## src/source/mem_pkg.sv

```systemverilog
package mem_pkg;

  // ~~~~~~~~~~~~~~~~~~~~~~~~~~~~~~~~~~~~~~~~~~~~~~~~~~~~~~~~~~~~~~~~~~~~~~~~~~~~
  // Bus widths
  // ~~~~~~~~~~~~~~~~~~~~~~~~~~~~~~~~~~~~~~~~~~~~~~~~~~~~~~~~~~~~~~~~~~~~~~~~~~~~
  localparam int addr_width = 32;
  localparam int data_width = 32;
  localparam int strb_width = 4;
  localparam int mode_width = 2;
  localparam int access_width = 2;
  localparam int perm_width = 3;

  // Privilege modes.
  localparam logic [mode_width-1:0] mode_user = 2'd0;
  localparam logic [mode_width-1:0] mode_machine = 2'd3;

  // Owner of the memory.
  localparam logic [access_width-1:0] access_none = 2'd0;
  localparam logic [access_width-1:0] access_instr = 2'd1;
  localparam logic [access_width-1:0] access_data = 2'd2;

  // Permission bits.
  localparam logic [perm_width-1:0] perm_read = 3'b001;
  localparam logic [perm_width-1:0] perm_write = 3'b010;
  localparam logic [perm_width-1:0] perm_execute = 3'b100;

  // ~~~~~~~~~~~~~~~~~~~~~~~~~~~~~~~~~~~~~~~~~~~~~~~~~~~~~~~~~~~~~~~~~~~~~~~~~~~~
  // PMP region table with exclusive limits
  // ~~~~~~~~~~~~~~~~~~~~~~~~~~~~~~~~~~~~~~~~~~~~~~~~~~~~~~~~~~~~~~~~~~~~~~~~~~~~
  localparam int pmp_regions = 4;

  localparam logic [addr_width-1:0] pmp_region_base [0:pmp_regions-1] = '{
    32'h0000_0000,
    32'h0000_0400,
    32'h0000_0800,
    32'h0000_0000
  };

  localparam logic [addr_width-1:0] pmp_region_limit [0:pmp_regions-1] = '{
    32'h0000_0400,
    32'h0000_0800,
    32'h0000_0c00,
    32'h0000_0000 // Empty region.
  };

  localparam logic [perm_width-1:0] pmp_region_perm [0:pmp_regions-1] = '{
    perm_execute | perm_read,
    perm_read | perm_write,
    perm_read,
    3'b000
  };

endpackage

```

## src/source/mem_arbiter.sv

```systemverilog
`timescale 1ns/10ps

module mem_arbiter (
  input  logic                              clock,
  input  logic                              reset,
  input  logic                              imem_valid,
  input  logic [mem_pkg::mode_width-1:0]    imem_mode,
  input  logic [mem_pkg::addr_width-1:0]    imem_addr,
  output logic                              imem_ready,
  output logic                              imem_error,
  output logic [mem_pkg::data_width-1:0]    imem_rdata,
  input  logic                              dmem_valid,
  input  logic [mem_pkg::mode_width-1:0]    dmem_mode,
  input  logic [mem_pkg::addr_width-1:0]    dmem_addr,
  input  logic [mem_pkg::data_width-1:0]    dmem_wdata,
  input  logic [mem_pkg::strb_width-1:0]    dmem_wstrb,
  output logic                              dmem_ready,
  output logic                              dmem_error,
  output logic [mem_pkg::data_width-1:0]    dmem_rdata,
  output logic                              pmp_valid,
  output logic                              pmp_instr,
  output logic [mem_pkg::mode_width-1:0]    pmp_mode,
  output logic [mem_pkg::addr_width-1:0]    pmp_addr,
  output logic [mem_pkg::strb_width-1:0]    pmp_wstrb,
  input  logic                              pmp_error,
  output logic                              memory_valid,
  output logic [mem_pkg::addr_width-1:0]    memory_addr,
  output logic [mem_pkg::data_width-1:0]    memory_wdata,
  output logic [mem_pkg::strb_width-1:0]    memory_wstrb,
  input  logic [mem_pkg::data_width-1:0]    memory_rdata,
  input  logic                              memory_ready,
  input  logic                              memory_error
);

  import mem_pkg::*;

  // ~~~~~~~~~~~~~~~~~~~~~~~~~~~~~~~~~~~~~~~~~~~~~~~~~~~~~~~~~~~~~~~~~~~~~~~~~~~~
  // State
  // ~~~~~~~~~~~~~~~~~~~~~~~~~~~~~~~~~~~~~~~~~~~~~~~~~~~~~~~~~~~~~~~~~~~~~~~~~~~~
  logic [access_width-1:0] owner;
  logic                    denied; // Grant was refused by PMP.

  logic                    dbuf_valid;
  logic [mode_width-1:0]   dbuf_mode;
  logic [addr_width-1:0]   dbuf_addr;
  logic [data_width-1:0]   dbuf_wdata;
  logic [strb_width-1:0]   dbuf_wstrb;

  logic [mode_width-1:0]   req_mode;
  logic [addr_width-1:0]   req_addr;
  logic [data_width-1:0]   req_wdata;
  logic [strb_width-1:0]   req_wstrb;

  logic                    transfer_end;
  logic                    free;
  logic                    data_pending;
  logic                    fetch_done;
  logic                    grant_data;
  logic                    grant_instr;
  logic                    hold;

  logic                    sel_instr;
  logic [mode_width-1:0]   sel_mode;
  logic [addr_width-1:0]   sel_addr;
  logic [data_width-1:0]   sel_wdata;
  logic [strb_width-1:0]   sel_wstrb;

  always_comb begin
    transfer_end = memory_ready | memory_error | denied;
    free = (owner == access_none) | transfer_end;
    data_pending = dbuf_valid | dmem_valid;
    // A fetch still held in its own response cycle must not be granted twice.
    fetch_done = (owner == access_instr) & transfer_end;
    grant_data = free & data_pending;
    grant_instr = free & ~data_pending & imem_valid & ~fetch_done;
    hold = (owner != access_none) & ~transfer_end;

    if (grant_data) begin
      sel_instr = 1'b0;
      sel_mode = dbuf_valid ? dbuf_mode : dmem_mode;
      sel_addr = dbuf_valid ? dbuf_addr : dmem_addr;
      sel_wdata = dbuf_valid ? dbuf_wdata : dmem_wdata;
      sel_wstrb = dbuf_valid ? dbuf_wstrb : dmem_wstrb;
    end else if (grant_instr) begin
      sel_instr = 1'b1;
      sel_mode = imem_mode;
      sel_addr = imem_addr;
      sel_wdata = '0;
      sel_wstrb = '0; // Fetches never write.
    end else begin
      sel_instr = (owner == access_instr);
      sel_mode = req_mode;
      sel_addr = req_addr;
      sel_wdata = req_wdata;
      sel_wstrb = req_wstrb;
    end
  end

  assign pmp_valid = grant_data | grant_instr | hold;
  assign pmp_instr = sel_instr;
  assign pmp_mode = sel_mode;
  assign pmp_addr = sel_addr;
  assign pmp_wstrb = sel_wstrb;

  assign memory_valid = pmp_valid & ~pmp_error;
  assign memory_addr = sel_addr;
  assign memory_wdata = sel_wdata;
  assign memory_wstrb = sel_wstrb;

  always_ff @(posedge clock) begin
    if (reset == 1'b0) begin
      owner <= access_none;
      denied <= 1'b0;
      dbuf_valid <= 1'b0;
    end else begin
      denied <= (grant_data | grant_instr) & pmp_error;
      if (grant_data) begin
        owner <= access_data;
      end else if (grant_instr) begin
        owner <= access_instr;
      end else if (transfer_end) begin
        owner <= access_none;
      end
      if (grant_data) begin
        dbuf_valid <= 1'b0;
      end else if (dmem_valid) begin
        dbuf_valid <= 1'b1; // Keep the pulse while the memory is busy.
      end
    end
  end

  always_ff @(posedge clock) begin
    if (dmem_valid) begin
      dbuf_mode <= dmem_mode;
      dbuf_addr <= dmem_addr;
      dbuf_wdata <= dmem_wdata;
      dbuf_wstrb <= dmem_wstrb;
    end
    if (grant_data | grant_instr) begin
      req_mode <= sel_mode;
      req_addr <= sel_addr;
      req_wdata <= sel_wdata;
      req_wstrb <= sel_wstrb;
    end
  end

  // ~~~~~~~~~~~~~~~~~~~~~~~~~~~~~~~~~~~~~~~~~~~~~~~~~~~~~~~~~~~~~~~~~~~~~~~~~~~~
  // Response steering
  // ~~~~~~~~~~~~~~~~~~~~~~~~~~~~~~~~~~~~~~~~~~~~~~~~~~~~~~~~~~~~~~~~~~~~~~~~~~~~
  assign imem_ready = (owner == access_instr) & transfer_end;
  assign imem_error = (owner == access_instr) & (denied | memory_error);
  assign imem_rdata = ((owner == access_instr) && memory_ready && !denied) ? memory_rdata : '0;

  assign dmem_ready = (owner == access_data) & transfer_end;
  assign dmem_error = (owner == access_data) & (denied | memory_error);
  assign dmem_rdata = ((owner == access_data) && memory_ready && !denied) ? memory_rdata : '0;

  a_response_owned: assert property (
    @(posedge clock) disable iff (reset == 1'b0)
    (memory_ready || memory_error) |-> (owner != access_none)
  ) else $error("Memory answered with no owner to steer the response to.");

  a_hold_permitted: assert property (
    @(posedge clock) disable iff (reset == 1'b0) hold |-> !pmp_error
  ) else $error("Request held toward the memory was denied by PMP.");

  a_buffer_overwrite: assert property (
    @(posedge clock) disable iff (reset == 1'b0) dmem_valid |-> !dbuf_valid
  ) else $error("Data request arrived with the buffer full.");

endmodule

```

## config.mk

```make
export PLATFORM = sky130hd
export DESIGN_NAME = mem_arbiter
export DESIGN_NICKNAME = d
export VERILOG_FILES = /design/src/source/mem_pkg.sv /design/src/source/mem_arbiter.sv
export SDC_FILE = /design/constraint.sdc
export NUM_CORES = 1
export LEC_CHECK = 0
export BUFFER_PORTS_ARGS = -buffer_cell sky130_fd_sc_hd__buf_2
export CAP_MARGIN = 20
export CELL_PAD_IN_SITES_DETAIL_PLACEMENT = 1
export CELL_PAD_IN_SITES_GLOBAL_PLACEMENT = 1
export CORE_ASPECT_RATIO = 0.7
export CORE_MARGIN = 2
export CORE_UTILIZATION = 41
export CTS_BUF_LIST = sky130_fd_sc_hd__clkbuf_8 sky130_fd_sc_hd__clkbuf_16
export DETAILED_ROUTE_END_ITERATION = 10
export PLACE_DENSITY = 0.86
export SKIP_CTS_REPAIR_TIMING = 1
export SLEW_MARGIN = 25
export SYNTH_ARGS = -nofsm -noshare
export SYNTH_HDL_FRONTEND = slang
export SYNTH_SLANG_ARGS = --single-unit
```

## constraint.sdc

```tcl
create_clock -name clock -period 7.1 [get_ports clock]
set_input_delay 1.065 -clock clock [delete_from_list [all_inputs] [get_ports clock]]
set_output_delay 1.065 -clock clock [all_outputs]
set_load 0.01 [all_outputs]
```

==> results of run 1 <==
==> how the worst max path moves through the flow <==
| stage | end | slack [ps] | cells after the start |
|---|---|---|---|
| final | memory_addr[30] | 2530 | 7 |
| after global placement | memory_addr[21] | 2620 | 6 |
| after global routing | pmp_mode[1] | 2470 | 7 |
| after CTS | pmp_mode[1] | 2540 | 6 |
| after floorplan | req_addr[0] | 3010 | 6 |
| after detailed placement | pmp_mode[1] | 2530 | 6 |
==> metal layers <==
layer / part of all wire [%] / GRT usage, % / vias up / wire length, um
met5: 0 / 0 / - / 0
met4: 1.3 / 6.20 / 0 / 329
met3: 5.7 / 4.82 / 25 / 1470
met2: 50 / 42.0 / 250 / 12900
met1: 43 / 33.4 / 3188 / 10900
li1: - / - / 2887 / -
==> stage by stage <==
step                setup WS, ps  power, W
floorplan                   3010   0.00136
CTS                         2540   0.00245
global placement            2620   0.00151
finish                      2530   0.00243
detailed placement          2530   0.00153
global route                2470   0.00252
==> worst register-to-register path, delay by kind of cell, from the launching register on <==
kind            cells  cell delay, ps
buf+inv             2             550
simple gates        2            1080
compound gates      1             570
flops               1             550
==> power groups by stage <==
stage / Clock, W / Sequential, W / Combinational [W]
after floorplan: 0 / 0.00107 / 0.000288
after global placement: 0 / 0.00108 / 0.000433
after detailed placement: 0 / 0.00109 / 0.000448
after CTS: 0.000931 / 0.00107 / 0.000451
after global routing: 0.000962 / 0.00107 / 0.000487
final: 0.000914 / 0.00107 / 0.000452
==> cell type report <==
type                            count  area, um^2  area share [%]
Tap cell                          242         303            3.04
Multi-Input combinational cell    342        2950            29.6
Clock buffer                       17         425            4.27
Timing Repair Buffer              330        1710            17.1
Sequential cell                   144        4290            43.0
Clock inverter                     15         160            1.61
Inverter                           34         128            1.28
==> layout by cell type (no fill, tap or decap), types with 3 or more instances in the layout <==
master     instances
buf_2            318
edfxtp_1         140
a211oi_1          70
and2_1            64
mux2i_1           36
a31o_2            36
inv_1             34
mux2_2            34
nor4_1            34
a311oi_2          31
clkbuf_16         17
buf_4             10
nor2_1             8
inv_6              8
inv_8              4
nand2b_1           3
nand2_1            3
a311oi_1           3
dfxtp_1            3
==> cell families after synthesis <==
group,count (synthesis),synth area share [%]
simple gates,123,9.55
flops,144,54.3
compound gates,149,17.7
mux,70,9.43
buf+inv,135,8.97
==> flip-flops by register name, summed over array words and instances (netlist names), 4 cells and up <==
register	count
req_wdata	32
req_addr	32
dbuf_wstrb	4
dbuf_wdata	32
dbuf_addr	32
req_wstrb	4
==> Implementation_results.wiki, run 1 <==
{| class="wikitable"
! Metric !! Value
|-
| Outcome || finished, final reports clean
|-
| Count leader, synth || edfxtp_1
|-
| Row count || 42
|-
| Worst min-delay path startpoint || owner[0]
|-
| Clock transition time at the flip-flop clock pins of the worst setup and hold paths || 60 ps
|-
| Setup-violating endpoint count in the final report || 0
|-
| Top cell types by occurrence after synthesis || edfxtp_1 (140), a211oi_1 (70), and2_1 (64), clkbuf_1 (48)
|-
| Clk sink count || 144
|-
| Worst Setup Start Kind || input port
|-
| Arrival time of the worst setup path || 3510 ps
|-
| Vertical die dimension || 120 um
|-
| Reg-to-reg slack, setup || slightly above 4000 ps
|-
| Net switching power || roughly 0.0007 W
|-
| Max stage delay cell, worst path || or3_4
|-
| DP Cell Count || 1090
|-
| Area growth syn-to-layout || 26.3%
|-
| Sum of negative setup slack || 0 ps
|-
| Synth Warn # || 0
|-
| Per-instance average area after synthesis || 12.7 um^2
|-
| Count of cell types in the netlist || 33
|-
| Maximum resistive drop on vdd || roughly 130 uV
|-
| Worst min-delay path class || register to register
|-
| Final core utilization || a little over half
|-
| Maximum capacitance violations || 0
|-
| X dimension of the die || 170 um
|-
| Worst-Skew Late Latency || between 400 and 500 ps
|-
| Htree depth || 4
|-
| Gate Count Post-Synth || roughly 620
|-
| Ratio of routed vias to standard cells || 5.65
|-
| GRT Total Usage || approximately 25%
|-
| Total vias in the final route || 6350
|-
| Global-route wire length before repair || 38.8 mm
|-
| Post-layout instance area || 0.00996 mm^2
|-
| TritonRoute pass-1 iters || 4
|-
| Standard cell core area || between 0.015 and 0.02 mm^2
|-
| Largest driver fanout on the critical path || 49
|-
| Sequential power share || 43.9%
|-
| Max_slew headroom || 30.6%
|-
| Max-slew violations || 0
|-
| Setup repair after global routing missed its margin || no
|-
| CP Cell Sequence || buf_2 > or3b_1 > buf_4 > or3_4 > buf_12 > a311oi_1 > buf_2
|-
| Top area cells in the synthesized netlist || edfxtp_1 (53%), a211oi_1 (6.7%), a311oi_2 (5.9%)
|-
| Origin of the worst setup path || imem_valid
|-
| Final critical delay including setup and external delays || between 4000 and 5000 ps
|-
| Fraction of synthesis flops using an asynchronous set or reset pin || 0%
|-
| Ports || between 300 and 400
|-
| Final clock skew || 11.2 ps
|-
| Leakage power || 4.11 nW
|-
| Initial antenna violation count || 0
|-
| Commonest register cell after synthesis || edfxtp_1
|-
| Largest stage delay, worst path || 610 ps
|-
| Clk buf depth || 2
|-
| Total count of hold-check failures in the final report || 0
|-
| Top delay family on crit path || simple AND/OR/NAND/NOR gates
|-
| Area share of the largest cell type after synthesis || 53.3%
|-
| Sum of routed wire length over all layers || 25.7 mm
|-
| Post-route antenna net violation count || 0
|-
| Non-filler instance count after layout || 1124
|-
| Combinational power share || 18.6%
|-
| Sum of buffers and inverters on the critical path || 4
|-
| Net Count, Synth || 764
|-
| Effective utilization at floorplan || 41.8%
|-
| Fmax || ~0.22 GHz
|-
| Number of fill cells || between 2000 and 2500
|-
| Library cell used as clock root buffer || clkbuf_16
|-
| Post-detailed-placement cell area || 0.00933 mm^2
|-
| Die area || around 0.02 mm^2
|-
| DRC violation total after the first TritonRoute iteration || 300
|-
| Remaining Overflow, GRT || 0
|-
| Seq cells post-synth || 144
|-
| Sequential element share of the synthesized area || 54.3%
|-
| Clock tree from TritonCTS || done
|-
| Share of total power in the clock network || 37.6%
|-
| Syn Std Cell Area || 0.00788 mm^2
|-
| Hold slack final || 572 ps
|-
| Internal || 0.00172 W
|-
| Drt drc || 0
|-
| Terminating pin of the worst hold path || owner[0]
|-
| Number of buffers created by CTS || 17
|-
| Number of nets in the layout || roughly 1000
|-
| DPL Wire Length || 16.7 mm
|-
| Most repeated library cell on the critical path || buf_2
|-
| Net Sw Frac || 29.4%
|-
| Number of inserted diodes || 0
|-
| Terminus of the critical flop-to-flop path || req_addr[30]
|-
| Power Density || 244 mW/mm^2
|-
| Worst-case reg-to-reg path depth || 5
|-
| Final period util || 64.4%
|-
| Least-Margin Pin Slew || 1040 ps
|-
| Per-cell routed wire length || 22.8 um
|-
| Pin count of the biggest net entering global routing || 77
|-
| Kind of capture point of the worst setup path || primary output
|-
| Fraction of final layout cells with drive strength greater than 1 || 53.5%
|-
| Post-synthesis cell type with the largest combined area || edfxtp_1
|-
| Number of global-route vias before repair || 6453
|-
| Required time of the critical path || 6030 ps
|-
| Startpoint of the most critical register-to-register path || dbuf_valid
|-
| Final RePlAce weighted congestion || 0.778
|-
| Port Buffers || ~320
|-
| Worst Hold Depth || 2
|-
| Type of the worst setup path || input port to primary output
|-
| Number of flops mapped to enable cells by yosys || 140
|}
(Power assumes the default switching activity.)
==> inputs of run 2 (changes only) <==
Settings changed: CORE_UTILIZATION 41 to 38, PLACE_DENSITY 0.86 to 0.8.
Clock period 7.1 ns to 4.65 ns, I/O delays scaled along.
==> run 2 against run 1 <==
Largest cell class unchanged. Power up 54%. Critical path depth down 2. First-iteration DRC count increased by 18%. Global-route usage decreased by 1.8 points.
==> Implementation_results.wiki, run 2 (same netlist as run 1, synthesis figures left out) <==
{| class="wikitable"
! Metric !! Value
|-
| Outcome || finished, final reports clean (unchanged)
|-
| Row count || 44 (was 42)
|-
| Standard cell core area || 0.0205 mm^2 (was 0.0189 mm^2)
|-
| Per-cell routed wire length || 21.8 um (was 22.8 um)
|-
| DRC violation total after the first TritonRoute iteration || 354 (was 300)
|-
| Initial antenna violation count || 5 (was 0)
|-
| Type of the worst setup path || register to primary output (was input port to primary output)
|-
| Largest stage delay, worst path || 630 ps (was 610 ps)
|-
| Htree depth || 4 (unchanged)
|-
| Fmax || 0.271 GHz
|-
| Worst Setup Start Kind || register (was input port)
|-
| Clk buf depth || 2 (unchanged)
|-
| Power Density || 373 mW/mm^2 (was 244 mW/mm^2)
|-
| Die area || 0.0219 mm^2 (was 0.0204 mm^2)
|-
| TritonRoute pass-1 iters || 6 (was 4)
|-
| Terminating pin of the worst hold path || dbuf_addr[3] (was owner[0])
|-
| Setup-violating endpoint count in the final report || 0 (unchanged)
|-
| Worst min-delay path class || input port to register (was register to register)
|-
| Final critical delay including setup and external delays || 3690 ps
|-
| Sum of routed wire length over all layers || 25.5 mm (was 25.7 mm)
|-
| Worst min-delay path startpoint || dmem_addr[3] (was owner[0])
|-
| Maximum capacitance violations || 0 (unchanged)
|-
| Sum of negative setup slack || 0 ps (unchanged)
|-
| Total vias in the final route || 6318 (was 6350)
|-
| Ratio of routed vias to standard cells || 5.41 (was 5.65)
|-
| Post-route antenna net violation count || 0 (unchanged)
|-
| Number of fill cells || 2264 (was 2037)
|-
| Commonest non-fill, non-tap cell in the layout || buf_2 (unchanged)
|-
| Number of buffers created by CTS || 17 (unchanged)
|-
| Sum of buffers and inverters on the critical path || 2 (was 4)
|-
| DP Cell Count || 1131 (was 1090)
|-
| Required time of the critical path || 3950 ps (was 6030 ps)
|-
| Reg-to-reg slack, setup || 1770 ps (was 4110 ps)
|-
| Non-filler instance count after layout || 1168 (was 1124)
|-
| Final period util || about four fifths
|-
| Area growth syn-to-layout || 27.6% (was 26.3%)
|-
| Drt drc || 0 (unchanged)
|-
| Library cell used as clock root buffer || clkbuf_16 (unchanged)
|-
| Max stage delay cell, worst path || or3_4 (unchanged)
|-
| Top delay family on crit path || simple AND/OR/NAND/NOR gates (unchanged)
|-
| Total count of hold-check failures in the final report || 0 (unchanged)
|-
| Remaining Overflow, GRT || 0 (unchanged)
|-
| Fraction of final layout cells with drive strength greater than 1 || 53.8% (was 53.5%)
|-
| Worst-case reg-to-reg path depth || 4 (was 5)
|-
| Leakage power || 4.15 nW (was 4.11 nW)
|-
| Startpoint of the most critical register-to-register path || dbuf_valid (unchanged)
|-
| Kind of capture point of the worst setup path || primary output (unchanged)
|-
| Least-Margin Pin Slew || 924 ps (was 1040 ps)
|-
| Global-route wire length before repair || 39.3 mm (was 38.8 mm)
|-
| Clock tree from TritonCTS || done (unchanged)
|-
| Final RePlAce weighted congestion || 0.781 (was 0.778)
|-
| Largest driver fanout on the critical path || 46 (was 49)
|-
| Clock transition time at the flip-flop clock pins of the worst setup and hold paths || 70 ps (was 60 ps)
|-
| Vertical die dimension || 125 um (was 120 um)
|-
| Ports || 320 (unchanged)
|-
| Number of global-route vias before repair || 6627 (was 6453)
|-
| Effective utilization at floorplan || 38.4% (was 41.8%)
|-
| Max-slew violations || 0 (unchanged)
|-
| Worst Hold Depth || 1 (was 2)
|-
| X dimension of the die || 176 um (was 170 um)
|-
| CP Cell Sequence || or3b_1 > or3_4 > buf_4 > a311oi_2 > buf_2 (was buf_2 > or3b_1 > buf_4 > or3_4 > buf_12 > a311oi_1 > buf_2)
|-
| Final clock skew || 10.3 ps (was 11.2 ps)
|-
| Clk sink count || 144 (unchanged)
|-
| DPL Wire Length || 17.4 mm (was 16.7 mm)
|-
| Terminus of the critical flop-to-flop path || req_wdata[4] (was req_addr[30])
|-
| Most frequent cells in the layout || buf_2 (318), edfxtp_1 (140), a211oi_1 (70) (unchanged)
|-
| Pin count of the biggest net entering global routing || 77 (unchanged)
|-
| Setup repair after global routing missed its margin || no (unchanged)
|-
| GRT Total Usage || 23.2% (was 25.0%)
|-
| Worst-Skew Late Latency || 420 ps (about the same)
|-
| Number of nets in the layout || 1017 (was 1012)
|-
| Max_slew headroom || 38.4% (was 30.6%)
|-
| Port Buffers || 319 (unchanged)
|-
| Maximum resistive drop on vdd || 163 uV (was 130 uV)
|-
| Origin of the worst setup path || dbuf_valid (was imem_valid)
|-
| Arrival time of the worst setup path || 3000 ps (was 3510 ps)
|}
run 2: cell type report:
class / instances / area (um^2) / share of cell area (%)
Timing Repair Buffer: 335 / 1730 / 17.2
Tap cell: 276 / 345 / 3.43
Sequential cell: 144 / 4290 / 42.6
Antenna cell: 5 / 12.5 / 0.124
Multi-Input combinational cell: 342 / 2940 / 29.2
Clock inverter: 15 / 190 / 1.89
Inverter: 34 / 128 / 1.27
Clock buffer: 17 / 425 / 4.23
run 2: metal layers:
layer	global-route usage, %	vias up	wire (um)
met5	0	-	0
met4	7.44	0	499
met3	5.01	34	1420
met2	40.0	228	12700
met1	28.9	3160	10900
li1	-	2896	-
run 2: metrics by stage:
step / hold WS, ps / instance area [um^2] / util [%] / setup slack [ps] / total power, W
floorplan: 497 / 7880 / - / 926 / 0.00208
global placement: 550 / 9430 / 45.9 / 1160 / 0.00231
detailed placement: 558 / 9430 / 45.9 / 1110 / 0.00234
CTS: 443 / 10000 / 48.9 / 906 / 0.00378
global route: 442 / 10100 / 49.0 / 761 / 0.00389
finish: 464 / 10100 / 49.0 / 957 / 0.00375
run 2: report_power, final:
group	switching (W)	leakage (nW)	internal (W)
registers	0.0000413	1.42	0.00158
clock network	0.000656	0.302	0.000780
logic	0.000415	2.42	0.000272
run 2: worst max-delay path by stage:
stage                            endpoint  slack (ps)  depth (start not counted)
after floorplan               req_addr[0]         930                          6
after global placement       pmp_addr[31]        1160                          6
after detailed placement      pmp_addr[9]        1110                          6
after CTS                     pmp_addr[9]         910                          5
after global routing      memory_addr[31]         760                          5
final                         pmp_addr[9]         960                          5
